`src/rtl/softmax_fixed_pkg.sv`:
```
// Widths assume vectors of at most 16 elements so that the running sum never wraps
package softmax_fixed_pkg;

  //////////////////////////////
  // Input format
  //////////////////////////////

  // Q3.4 log2 element, top bit unused
  localparam int IN_WIDTH = 8;

  // Fraction bits of an element
  localparam int FRAC_BITS = 4;

  //////////////////////////////
  // Internal formats
  //////////////////////////////

  // (16 + frac) << 7 peaks at 3968
  localparam int EXP_WIDTH = 12;

  // 16 x 3968 = 63488 still fits
  localparam int SUM_WIDTH = 16;

  //////////////////////////////
  // Output format
  //////////////////////////////

  // Probability scaled by 65536, saturated
  localparam int OUT_WIDTH = 16;

  // Dividend is exp << OUT_WIDTH
  localparam int QUOT_WIDTH = EXP_WIDTH + OUT_WIDTH;

endpackage

```
`src/rtl/softmax_types_pkg.sv`:
```
// State encodings only; divider literals carry a DIV_ prefix so both enums share one scope
package softmax_types_pkg;

  //////////////////////////////
  // Controller FSM
  //////////////////////////////

  // Softmax controller phases
  typedef enum logic [2:0] {
    // Waiting for START
    IDLE,
    // Taking elements on DATA_IN_ENABLE
    LOAD,
    // Last exponential still in flight
    DRAIN,
    // Kick one division
    DIVIDE,
    // Division running
    WAIT_DIV
  } softmax_state_e;

  //////////////////////////////
  // Divider FSM
  //////////////////////////////

  // Serial divider activity
  typedef enum logic {
    DIV_IDLE,
    DIV_BUSY
  } div_state_e;

endpackage
```
`src/rtl/softmax_top.sv`:
```
// MAX_SIZE is a power of two from 2 to 16 and sets buffer depth and SIZE_IN width
module softmax_top #(
  parameter  int MAX_SIZE = 16,
  localparam int IDX_W    = $clog2(MAX_SIZE)
) (
  // Global
  input  logic                                   CLK,
  input  logic                                   RST,

  // Control
  input  logic                                   START,
  input  logic [                        IDX_W:0] SIZE_IN,
  output logic                                   READY,

  // Input stream
  input  logic                                   DATA_IN_ENABLE,
  input  logic [ softmax_fixed_pkg::IN_WIDTH-1:0] DATA_IN,

  // Output stream
  output logic                                   DATA_OUT_ENABLE,
  output logic [softmax_fixed_pkg::OUT_WIDTH-1:0] DATA_OUT
);

  //////////////////////////////
  // Softmax subsystem
  //////////////////////////////

  // Depth fixed here and handed down
  vector_softmax #(
    .MAX_SIZE(MAX_SIZE)
  ) softmax (
    .CLK            (CLK),
    .RST            (RST),
    .START          (START),
    .SIZE_IN        (SIZE_IN),
    .DATA_IN_ENABLE (DATA_IN_ENABLE),
    .DATA_IN        (DATA_IN),
    .READY          (READY),
    .DATA_OUT_ENABLE(DATA_OUT_ENABLE),
    .DATA_OUT       (DATA_OUT)
  );

endmodule

```
`src/rtl/vector_softmax.sv`:
```
// SIZE_IN must be 1 to MAX_SIZE, START only counts in IDLE and outputs cannot be stalled
module vector_softmax #(
  parameter  int MAX_SIZE = 16,
  localparam int IDX_W    = $clog2(MAX_SIZE)
) (
  input  logic                                   CLK,
  input  logic                                   RST,
  input  logic                                   START,
  input  logic [                        IDX_W:0] SIZE_IN,
  input  logic                                   DATA_IN_ENABLE,
  input  logic [ softmax_fixed_pkg::IN_WIDTH-1:0] DATA_IN,
  output logic                                   READY,
  output logic                                   DATA_OUT_ENABLE,
  output logic [softmax_fixed_pkg::OUT_WIDTH-1:0] DATA_OUT
);

  import softmax_fixed_pkg::*;
  import softmax_types_pkg::*;

  // FSM and counters
  softmax_state_e state;
  logic [IDX_W:0] size_q;
  logic [IDX_W:0] in_count;
  logic [IDX_W:0] wr_count;
  logic [IDX_W-1:0] out_index;
  logic [SUM_WIDTH-1:0] sum_q;
  logic start_accept;
  logic last_in;
  logic last_out;
  logic [OUT_WIDTH-1:0] quot_sat;

  // Exponential unit
  logic exp_in_enable;
  logic [IN_WIDTH-1:0] exp_in;
  logic exp_out_enable;
  logic [EXP_WIDTH-1:0] exp_out;

  // Buffer
  logic wr_enable;
  logic [IDX_W-1:0] wr_index;
  logic [EXP_WIDTH-1:0] wr_data;
  logic [IDX_W-1:0] rd_index;
  logic [EXP_WIDTH-1:0] rd_data;

  // Divider
  logic div_start;
  logic div_done;
  logic [QUOT_WIDTH-1:0] dividend;
  logic [SUM_WIDTH-1:0] divisor;
  logic [QUOT_WIDTH-1:0] quotient;

  //////////////////////////////
  // Decode
  //////////////////////////////

  assign start_accept = (state == IDLE) && START;
  assign last_in      = (in_count + 1'b1) == size_q;
  assign last_out     = ({1'b0, out_index} + 1'b1) == size_q;

  // exp/sum is 1.0 for a lone element so clamp
  assign quot_sat = (|quotient[QUOT_WIDTH-1:OUT_WIDTH]) ? '1 : quotient[OUT_WIDTH-1:0];

  //////////////////////////////
  // Controller FSM
  //////////////////////////////

  always_ff @(posedge CLK or posedge RST) begin
    if (RST) begin
      state           <= IDLE;
      size_q          <= '0;
      in_count        <= '0;
      out_index       <= '0;
      exp_in_enable   <= 1'b0;
      DATA_OUT_ENABLE <= 1'b0;
      READY           <= 1'b0;
    end else begin
      // Pulses by default
      exp_in_enable   <= 1'b0;
      DATA_OUT_ENABLE <= 1'b0;
      READY           <= 1'b0;
      case (state)
        IDLE: begin
          if (START) begin
            size_q    <= SIZE_IN;
            in_count  <= '0;
            out_index <= '0;
            state     <= LOAD;
          end
        end
        LOAD: begin
          if (DATA_IN_ENABLE) begin
            exp_in_enable <= 1'b1;
            in_count      <= in_count + 1'b1;
            if (last_in) begin
              state <= DRAIN;
            end
          end
        end
        DRAIN: begin
          // Sum complete once every slot is written
          if (wr_count == size_q) begin
            state <= DIVIDE;
          end
        end
        DIVIDE: begin
          state <= WAIT_DIV;
        end
        WAIT_DIV: begin
          if (div_done) begin
            DATA_OUT_ENABLE <= 1'b1;
            if (last_out) begin
              READY <= 1'b1;
              state <= IDLE;
            end else begin
              out_index <= out_index + 1'b1;
              state     <= DIVIDE;
            end
          end
        end
        default: state <= IDLE;
      endcase
    end
  end

  // Element forwarded one cycle after its strobe
  always_ff @(posedge CLK) begin
    if (state == LOAD && DATA_IN_ENABLE) begin
      exp_in <= DATA_IN;
    end
    if (state == WAIT_DIV && div_done) begin
      DATA_OUT <= quot_sat;
    end
  end

  //////////////////////////////
  // Sum and write pointer
  //////////////////////////////

  // Exponentials return in order so a counter gives the slot
  always_ff @(posedge CLK or posedge RST) begin
    if (RST) begin
      wr_count <= '0;
      sum_q    <= '0;
    end else if (start_accept) begin
      wr_count <= '0;
      sum_q    <= '0;
    end else if (exp_out_enable) begin
      wr_count <= wr_count + 1'b1;
      sum_q    <= sum_q + SUM_WIDTH'(exp_out);
    end
  end

  assign wr_enable = exp_out_enable;
  assign wr_index  = wr_count[IDX_W-1:0];
  assign wr_data   = exp_out;
  assign rd_index  = out_index;

  // Divider fed straight from the buffer read port
  assign div_start = (state == DIVIDE);
  assign dividend  = {rd_data, {OUT_WIDTH{1'b0}}};
  assign divisor   = sum_q;

  //////////////////////////////
  // Submodules
  //////////////////////////////

  exp2_unit exp2 (
    .CLK       (CLK),
    .RST       (RST),
    .in_enable (exp_in_enable),
    .in_value  (exp_in),
    .out_enable(exp_out_enable),
    .out_value (exp_out)
  );

  element_buffer #(
    .MAX_SIZE(MAX_SIZE)
  ) buffer (
    .CLK      (CLK),
    .wr_enable(wr_enable),
    .wr_index (wr_index),
    .wr_data  (wr_data),
    .rd_index (rd_index),
    .rd_data  (rd_data)
  );

  serial_divider divider (
    .CLK     (CLK),
    .RST     (RST),
    .start   (div_start),
    .dividend(dividend),
    .divisor (divisor),
    .done    (div_done),
    .quotient(quotient)
  );

  //////////////////////////////
  // Checks
  //////////////////////////////

  // Length legal when a run begins
  a_size_legal : assert property (@(posedge CLK) disable iff (RST)
    start_accept |-> (SIZE_IN != '0) && (SIZE_IN <= MAX_SIZE));

  // READY only rides on an output and no slot changed after the drain
  a_ready_last : assert property (@(posedge CLK) disable iff (RST)
    READY |-> DATA_OUT_ENABLE && (wr_count == size_q));

endmodule

```
`src/rtl/serial_divider.sv`:
```
// Divisor must be nonzero and start is accepted only when idle; done follows start by QUOT_WIDTH cycles
module serial_divider (
  input  logic                                    CLK,
  input  logic                                    RST,
  input  logic                                    start,
  input  logic [softmax_fixed_pkg::QUOT_WIDTH-1:0] dividend,
  input  logic [ softmax_fixed_pkg::SUM_WIDTH-1:0] divisor,
  output logic                                    done,
  output logic [softmax_fixed_pkg::QUOT_WIDTH-1:0] quotient
);

  import softmax_fixed_pkg::*;
  import softmax_types_pkg::*;

  localparam int CNT_W = $clog2(QUOT_WIDTH);

  div_state_e state;
  logic [     CNT_W-1:0] bit_count;

  // Partial remainder, latched divisor, dividend/quotient shifter
  logic [ SUM_WIDTH-1:0] remainder;
  logic [ SUM_WIDTH-1:0] divisor_q;
  logic [QUOT_WIDTH-1:0] shift_q;

  // One restoring step
  logic [ SUM_WIDTH-1:0] rem_src;
  logic [QUOT_WIDTH-1:0] shift_src;
  logic [ SUM_WIDTH-1:0] div_src;
  logic [   SUM_WIDTH:0] trial;
  logic                  fits;
  logic [ SUM_WIDTH-1:0] rem_next;
  logic [QUOT_WIDTH-1:0] shift_next;

  //////////////////////////////
  // Datapath
  //////////////////////////////

  // First bit is settled on the start edge straight from the inputs
  always_comb begin
    if (state == DIV_IDLE) begin
      rem_src   = '0;
      shift_src = dividend;
      div_src   = divisor;
    end else begin
      rem_src   = remainder;
      shift_src = shift_q;
      div_src   = divisor_q;
    end
    // Bring down next dividend bit
    trial      = {rem_src, shift_src[QUOT_WIDTH-1]};
    fits       = trial >= {1'b0, div_src};
    // Restore by keeping the trial when it does not fit
    rem_next   = fits ? SUM_WIDTH'(trial - {1'b0, div_src}) : trial[SUM_WIDTH-1:0];
    shift_next = {shift_src[QUOT_WIDTH-2:0], fits};
  end

  always_ff @(posedge CLK) begin
    if ((state == DIV_IDLE && start) || state == DIV_BUSY) begin
      remainder <= rem_next;
      shift_q   <= shift_next;
      divisor_q <= div_src;
    end
  end

  // Quotient bits have fully replaced the dividend once done
  assign quotient = shift_q;

  //////////////////////////////
  // Control
  //////////////////////////////

  always_ff @(posedge CLK or posedge RST) begin
    if (RST) begin
      state     <= DIV_IDLE;
      bit_count <= '0;
      done      <= 1'b0;
    end else begin
      done <= 1'b0;
      case (state)
        DIV_IDLE: begin
          if (start) begin
            // One bit already done
            bit_count <= CNT_W'(1);
            state     <= DIV_BUSY;
          end
        end
        DIV_BUSY: begin
          bit_count <= bit_count + 1'b1;
          // Last bit lands on this edge
          if (bit_count == CNT_W'(QUOT_WIDTH - 1)) begin
            done  <= 1'b1;
            state <= DIV_IDLE;
          end
        end
        default: state <= DIV_IDLE;
      endcase
    end
  end

  //////////////////////////////
  // Checks
  //////////////////////////////

  // Controller must wait for done before the next start
  a_no_start_busy : assert property (@(posedge CLK) disable iff (RST)
    start |-> state == DIV_IDLE);

  // Sum of exponentials is never zero
  a_divisor_nonzero : assert property (@(posedge CLK) disable iff (RST)
    start |-> divisor != '0);

endmodule

```
`src/rtl/element_buffer.sv`:
```
// MAX_SIZE must be a power of two from 2 to 16 and read data is combinational from rd_index
module element_buffer #(
  parameter  int MAX_SIZE = 16,
  localparam int IDX_W    = $clog2(MAX_SIZE)
) (
  input  logic                                   CLK,
  input  logic                                   wr_enable,
  input  logic [                      IDX_W-1:0] wr_index,
  input  logic [softmax_fixed_pkg::EXP_WIDTH-1:0] wr_data,
  input  logic [                      IDX_W-1:0] rd_index,
  output logic [softmax_fixed_pkg::EXP_WIDTH-1:0] rd_data
);

  import softmax_fixed_pkg::*;

  //////////////////////////////
  // Storage
  //////////////////////////////

  // One exponential per vector slot
  logic [EXP_WIDTH-1:0] mem[MAX_SIZE];

  // Written in arrival order during load
  always_ff @(posedge CLK) begin
    if (wr_enable) begin
      mem[wr_index] <= wr_data;
    end
  end

  //////////////////////////////
  // Read port
  //////////////////////////////

  // Async read so the divider sees the value in the same cycle
  assign rd_data = mem[rd_index];

endmodule

```
`src/rtl/exp2_unit.sv`:
```
// Input bit 7 is ignored and the result is a linear 2^x estimate valid one cycle later
module exp2_unit (
  input  logic                                   CLK,
  input  logic                                   RST,
  input  logic                                   in_enable,
  input  logic [ softmax_fixed_pkg::IN_WIDTH-1:0] in_value,
  output logic                                   out_enable,
  output logic [softmax_fixed_pkg::EXP_WIDTH-1:0] out_value
);

  import softmax_fixed_pkg::*;

  // Integer part sits between the unused MSB and the fraction
  localparam int INT_BITS = IN_WIDTH - 1 - FRAC_BITS;

  logic [ INT_BITS-1:0] int_part;
  logic [FRAC_BITS-1:0] frac_part;
  logic [EXP_WIDTH-1:0] mantissa;

  //////////////////////////////
  // Field split
  //////////////////////////////

  assign int_part  = in_value[IN_WIDTH-2:FRAC_BITS];
  assign frac_part = in_value[FRAC_BITS-1:0];

  // Hidden one plus fraction, i.e. 16 + frac
  assign mantissa  = EXP_WIDTH'({1'b1, frac_part});

  //////////////////////////////
  // Output stage
  //////////////////////////////

  // Strobe follows the data by exactly one cycle
  always_ff @(posedge CLK or posedge RST) begin
    if (RST) begin
      out_enable <= 1'b0;
    end else begin
      out_enable <= in_enable;
    end
  end

  // Shift by integer part, no overflow at max input
  always_ff @(posedge CLK) begin
    if (in_enable) begin
      out_value <= mantissa << int_part;
    end
  end

endmodule

```
`config.mk`:
```
export PLATFORM = sky130hd
export DESIGN_NAME = softmax_top
export DESIGN_NICKNAME = d
export VERILOG_FILES = /design/src/rtl/softmax_fixed_pkg.sv /design/src/rtl/softmax_types_pkg.sv /design/src/rtl/softmax_top.sv /design/src/rtl/vector_softmax.sv /design/src/rtl/serial_divider.sv /design/src/rtl/element_buffer.sv /design/src/rtl/exp2_unit.sv
export SDC_FILE = /design/constraint.sdc
export NUM_CORES = 1
export LEC_CHECK = 0
export BUFFER_PORTS_ARGS = -buffer_cell sky130_fd_sc_hd__buf_2
export CORE_MARGIN = 1
export CORE_UTILIZATION = 40
export CTS_CLUSTER_SIZE = 40
export DETAILED_ROUTE_END_ITERATION = 10
export PLACE_DENSITY = 0.55
export SLEW_MARGIN = 20
export SYNTH_ARGS = -nofsm -noshare
export SYNTH_HDL_FRONTEND = slang
export SYNTH_SLANG_ARGS = --single-unit
```
`constraint.sdc`:
```
create_clock -name CLK -period 7.9 [get_ports CLK]
set_input_delay 0.395 -clock CLK [delete_from_list [all_inputs] [get_ports CLK]]
set_output_delay 0.395 -clock CLK [all_outputs]
set_load 0.02 [all_outputs]
```
=== After elaboration in Yosys (flattened, before gate mapping) ===
Memory sizes are Yosys's and may differ from the RTL's.
Index checks and enable logic that the tools add are counted.

* Add/subtract/negate cells: 7
* Magnitude comparators: 1
* Equality and inequality tests: 15
* Shifts and indexed selects: 1
* Muxes and demuxes: 38
* Bitwise logic cells: 1
* Reduce and logical (&&, ||, !) cells: 14

{| class="wikitable"
|+ Operators with widths
! cell !! number
|-
| $mux W16 || 5
|-
| $mux W28 || 1
|-
| $mux W5 || 5
|-
| $pmux W5 S2 || 2
|-
| $ge A17 B16 Y1 || 1
|-
| $add A16 B12 Y16 || 1
|-
| $sub A16 B16 Y16 || 1
|-
| $add A5 B1 Y5 const B || 3
|-
| $eq A5 B5 Y1 || 3
|-
| $mux W3 || 5
|-
| $pmux W3 S5 || 1
|-
| $mux W1 || 13
|-
| $mux W4 || 3
|-
| $reduce_or A12 Y1 || 1
|-
| $shl A5 B3 Y12 || 1
|-
| $ne A2 B2 Y1 const B || 5
|-
| $pmux W4 S2 || 1
|-
| $eq A3 B2 Y1 const B || 2
|-
| $reduce_bool A2 Y1 || 3
|-
| $add A4 B1 Y5 const B || 1
|-
| $eq A5 B5 Y1 const B || 1
|-
| $reduce_and A5 Y1 || 1
|-
| $add A4 B1 Y4 const B || 1
|-
| $logic_and A1 B1 Y1 || 4
|-
| 11 further kinds || 12
|}

* Flip-flop bits (word level): 144
* Bits in writable memories: 192
* Input bits: 17
* Output and inout port bits: 18
* Word-level logic and storage cells: 98
* Memories kept: 1

{| class="wikitable"
|+ Memories
! name !! words !! bits a word !! read ports !! clocked after Yosys merged registers in !! wr ports !! line !! text
|-
| softmax.buffer.mem || 16 || 12 || 1 || 0 || 1 || element_buffer.sv:21 || <nowiki>logic [EXP_WIDTH-1:0] mem[MAX_SIZE];</nowiki>
|}

=== Logic depth before layout (Yosys ltp) ===
* Depth after elaboration: 5
* Depth in mapped cells: 14
* Mapped depth without buffers: 11

=== By module ===
From an unflattened synthesis, not the netlist that was laid out.

* Cell total of the unflattened synthesis: 1016
* Area, all modules: 15310.9 µm²

{| class="wikitable"
|+ By module, submodules not included
! module !! times used !! cells an instance !! area an instance (µm²) !! seq. area each (µm²)
|-
| element_buffer || 1 || 317 || 7359.6 || 5765.5
|-
| serial_divider || 1 || 322 || 3922.5 || 1976.9
|-
| vector_softmax || 1 || 329 || 3419.5 || 1746.7
|-
| exp2_unit || 1 || 48 || 609.3 || 385.4
|}

=== Worst setup path after synthesis ===
Ideal clock, no wire load.

* Path kind: register -> register
* From: register softmax.out_index[0]
* To: register softmax.divider.remainder[12], data pin
* Data arrival time: 3.408 ns
* Required time: 7.638 ns
* Path slack: 4.230 ns
* Cell stages (with the launch flop): 14
* Period minus slack after synthesis: 3.670 ns
* Path through: dfrtp_1 -> buf_6 -> buf_12 -> mux4_1 -> mux4_2 -> mux2i_4 -> ha_1 -> fa_1 -> nor2b_1 -> o31a_1 -> o21a_1 -> o41ai_1 -> xnor2_1 -> mux2_1

* Cells in the longest elaborated chain, start to end: 4

{| class="wikitable"
|+ RTL lines
! item !! line !! text
|-
| start, declared || vector_softmax.sv:25 || <nowiki>logic [IDX_W-1:0] out_index;</nowiki>
|-
| start signal, assigned || vector_softmax.sv:115 || <nowiki>out_index <= out_index + 1'b1;</nowiki>
|-
| $mem_v2 Z16 W12 (*) || n/a ||
|-
| $mux W28 (*) || serial_divider.sv:40 || <nowiki>if (state == DIV_IDLE) begin</nowiki>
|-
| $sub A16 B16 Y16 / $ge A17 B16 Y1 (equally long branches) || serial_divider.sv:53, serial_divider.sv:51 ||
|-
| $mux W16 (*) || serial_divider.sv:53 || <nowiki>rem_next = fits ? SUM_WIDTH'(trial - {1'b0, div_src}) : trial[SUM_WIDTH-1:0];</nowiki>
|-
| via softmax.divider.rem_next[12] || serial_divider.sv:31 || <nowiki>logic [ SUM_WIDTH-1:0] rem_next;</nowiki>
|-
| end signal, assigned || serial_divider.sv:59 || <nowiki>remainder <= rem_next;</nowiki>
|-
| end, declared || serial_divider.sv:21 || <nowiki>logic [ SUM_WIDTH-1:0] remainder;</nowiki>
|}

The timed path passes the listed nets; every way through them passes the cells marked *.
A chain may end at the register's enable or synchronous reset.

=== Worst setup path in the final report ===
* From: register softmax.out_index[1]
* To: register softmax.divider.remainder[11], data pin

The elaborated chain is that of the path after synthesis.

==> metrics.md <==
| Metric | Value |
|---|---|
| Fin. max-slew vios | 0 |
| Global-route wire length before repair | 49,000 um |
| Slew at the pin with the worst max-slew slack | 1060 ps |
| Sequential share of the synthesized area | 0.647 |
| All-layer global routing usage | 0.167 |
| Final ANT Viol Nets | 0 |
| Most frequent cell on the critical path | mux4_2 |
| Warning count from the yosys run | 0 |
| IO Port Bufs | 33 |
| Asr flop ratio synth | 0.146 |
| Fin crit share | 0.533 |
| Starting Density | 0.405 |
| Worst skew pair latency | 540 ps |
| Main synth FF type | edfxtp_1 |
| Pre-antenna DRT Iters | 4 |
| Initial DRC Count | 494 |
| Fin Hold WS | 35.2 ps |
| Comb power frac | 0.003 |
| Part of the power in the clock network | 0.457 |
| Clk pin slew, worst setup/hold paths | 60 ps |
| Htree depth | 2 |
| Number of I/O pins | 35 |
| Syn nets | 1,057 |
| Critical-path top delay cell | buf_4 |
| CP arrival | 4480 ps |
| Number of max-cap violations | 0 |
| Vias in the first global route | 8,384 |
| Synth cell types | 68 |
| Most frequent cells in the layout | edfxtp_1, nand2_1, mux4_2 |
| CP Launch Type | flop |
| Site Rows | 71 |
| Vert. Die Dim | 197 um |
| EDFF count, synth | 287 |
| Layout cell share with drive strength beyond 1 | 0.193 |
| Crit path required time | 8170 ps |
| Power Density | 207 nW/um2 |
| Synthesized cell area | 15,200 um2 |
| Crit path time final | 4210 ps |
| CTS Root Cell | clkbuf_16 |
| P_leak | 5.49 nW |
| DR vias/cell | 5.27 |
| Maximum clock path buffer count | 3 |
| FILL cells | 3,277 |
| Fmax | 0.237 GHz |
| Final Cell Area | 17,100 um2 |
| Worst Setup End Kind | flop |
| Most common library cell in the layout ignoring fill and taps | edfxtp_1 |
| Placed cell area | 15,900 um2 |
| Gate Count Post-Synth | 1,003 |
| Post-layout net count | 1,099 |
| Postcts setup bufs | 0 |
| Count of state elements after synthesis | 336 |
| CTS buffer count | 37 |
| Final Wtd Congestion | 0.825 |
| Syn Area/Cell | 15.2 um2 |
| CTS Sinks | 336 |
| Placeable Area | 37,600 um2 |
| Routed wire length | 31,100 um |
| Die Wd | 197 um |
| Vias | 8,350 |
| Share of power burned in registers | 0.540 |
| Status | completed |
| Max-slew headroom | 0.295 |
| Worst Hold Class | input pin to asynchronous set/reset pin |
| Worst path bufs/invs | 1 |
| DR WL/cell | 19.6 um |
| Largest net degree at the start of global routing | 61 |
| Largest fanout on the critical path | 52 |
| Worst path cell trace | buf_4, mux4_2, mux4_2, mux2i_4, ha_1, nor2b_1, o31a_1, o21ai_2, a211oi_1, or2_1, mux2_1 |
| Sw power | 0.707 mW |
| Die footprint | 38,800 um2 |
| Initial antenna violation count | 1 |
| RSZ-0062 raised after global routing | no |
| Sw frac | 0.201 |
| DRC Markers | 0 |
| Post-CTS Hold Fix Bufs | 0 |
| Grt ovf | 0 |
| Max VDD drop | 0.146 mV |
| Detailed-placement wirelength estimate | 19,100 um |
| Setup TNS | 0 ps |
| Setup clock skew after layout | 26.3 ps |
| CP max stage delay | 620 ps |
| Crit path max-delay family | multiplexers |
| Final Hold Fails | 0 |
| Antenna Diode Count | 0 |
| Int Pwr | 2.81 mW |
| CTS tree | built |
| Area grow syn2layout | 12.1% |
| Worst Path Class, Setup | flop to flop |
| Tot Pwr | 3.52 mW |
| Final number of setup-violating endpoints | 0 |
| Post-cts resize count | 0 |
## path summary, 6_finish.rpt
path	from	to	slack (ps)	depth (start not counted)
max in group asynchronous	RST	softmax.out_index[0]	7300	3
max	softmax.out_index[1]	softmax.divider.remainder[11]	3690	11
min reg2reg	softmax.divider.bit_count[4]	softmax.divider.bit_count[4]	490	1
min in group CLK	DATA_IN[4]	softmax.exp_in[4]	40	1
max reg2reg	softmax.out_index[1]	softmax.divider.remainder[11]	3690	11
min	RST	softmax.DATA_OUT_ENABLE	40	3
## synthesized netlist by cell type, types with 3 or more instances
cell | instances | area share
mux2_1 | 4 | 0.0030
nand4_1 | 5 | 0.0021
nand2b_1 | 11 | 0.0045
o31ai_1 | 5 | 0.0025
nor4_1 | 6 | 0.0025
dfrtp_1 | 49 | 0.081
inv_1 | 41 | 0.010
o21ai_0 | 40 | 0.013
edfxtp_1 | 287 | 0.57
and4_1 | 3 | 0.0017
buf_1 | 4 | 0.00099
a22o_1 | 3 | 0.0017
xnor2_1 | 20 | 0.012
o22ai_1 | 4 | 0.0016
xor2_1 | 14 | 0.0081
nor2b_1 | 12 | 0.0049
buf_6 | 8 | 0.0059
a31oi_1 | 6 | 0.0025
and2_1 | 30 | 0.012
o21a_1 | 10 | 0.0049
a21boi_0 | 4 | 0.0020
mux4_1 | 8 | 0.014
mux2_2 | 19 | 0.014
nor2_1 | 46 | 0.011
and3_1 | 5 | 0.0021
o32ai_1 | 3 | 0.0017
mux2i_1 | 33 | 0.022
mux4_2 | 52 | 0.077
nand2_1 | 68 | 0.017
ha_1 | 35 | 0.029
a21o_1 | 7 | 0.0035
or2_2 | 18 | 0.0074
nor3_1 | 12 | 0.0039
nand3_1 | 18 | 0.0059
clkbuf_1 | 24 | 0.0059
or3_1 | 6 | 0.0025
o31a_1 | 5 | 0.0029
a211oi_1 | 5 | 0.0025
a21oi_1 | 36 | 0.012
buf_4 | 4 | 0.0020
## area by class of cell
class                           instances  area [um2]  share of cell area
Clock buffer                           47         963              0.0565
Multi-Input combinational cell        583        5000               0.293
Tap cell                              511         639              0.0375
Clock inverter                         21         179              0.0105
Timing Repair Buffer                   46         263              0.0154
Sequential cell                       336        9850               0.578
Inverter                               41         154             0.00903
## flip-flops by register name (all words and copies together), names as in the netlist, 3 cells and up
name                       flops
softmax.buffer.mem           192
softmax.divider.quotient      28
softmax.DATA_OUT              16
softmax.divider.divisor_q     16
softmax.divider.remainder     16
softmax.divisor               16
softmax.exp2.out_value        12
softmax.exp_in                 7
softmax.divider.bit_count      5
softmax.in_count               5
softmax.size_q                 5
softmax.wr_count               5
softmax.out_index              4
softmax.state                  3
## worst reg2reg max path, stage by stage (launching register included)
cell and delay, ps:
dfrtp_2 330, buf_4 620, mux4_2 460, mux4_2 520, mux2i_4 160, ha_1 200
nor2b_1 60, o31a_1 290, o21ai_2 220, a211oi_1 120, or2_1 540, mux2_1 440
## cells by family after synthesis
family | synth area share
compound gates | 0.0640
xor+xnor | 0.0196
fa+ha+maj | 0.0314
buf+inv | 0.0271
flops | 0.647
mux | 0.131
simple gates | 0.0800
## stage by stage
stage	worst slack, ps	util	cells
after floorplan	4230	-	1003
after CTS	3660	0.454	1585
after global placement	3660	0.423	1517
after detailed placement	3660	0.423	1517
final	3690	0.454	1585
after global routing	3470	0.454	1585
## metal layers
metal	GRT usage	wire length, um	vias up
li1	-	-	3937
met1	0.232	14500	4211
met2	0.272	14800	158
met3	0.0283	1280	42
met4	0.0445	539	2
met5	0	13	-
## power by group through the flow
| stage | logic (mW) | registers, mW | clock network (mW) |
|---|---|---|---|
| finish | 0.0104 | 1.90 | 1.61 |
| global route | 0.0121 | 1.90 | 1.73 |
| floorplan | 0.00429 | 1.94 | 0 |
| global placement | 0.0109 | 1.94 | 0 |
| detailed placement | 0.0109 | 1.94 | 0 |
| CTS | 0.0109 | 1.90 | 1.66 |
No activity file was read; power rests on OpenSTA's default activity.
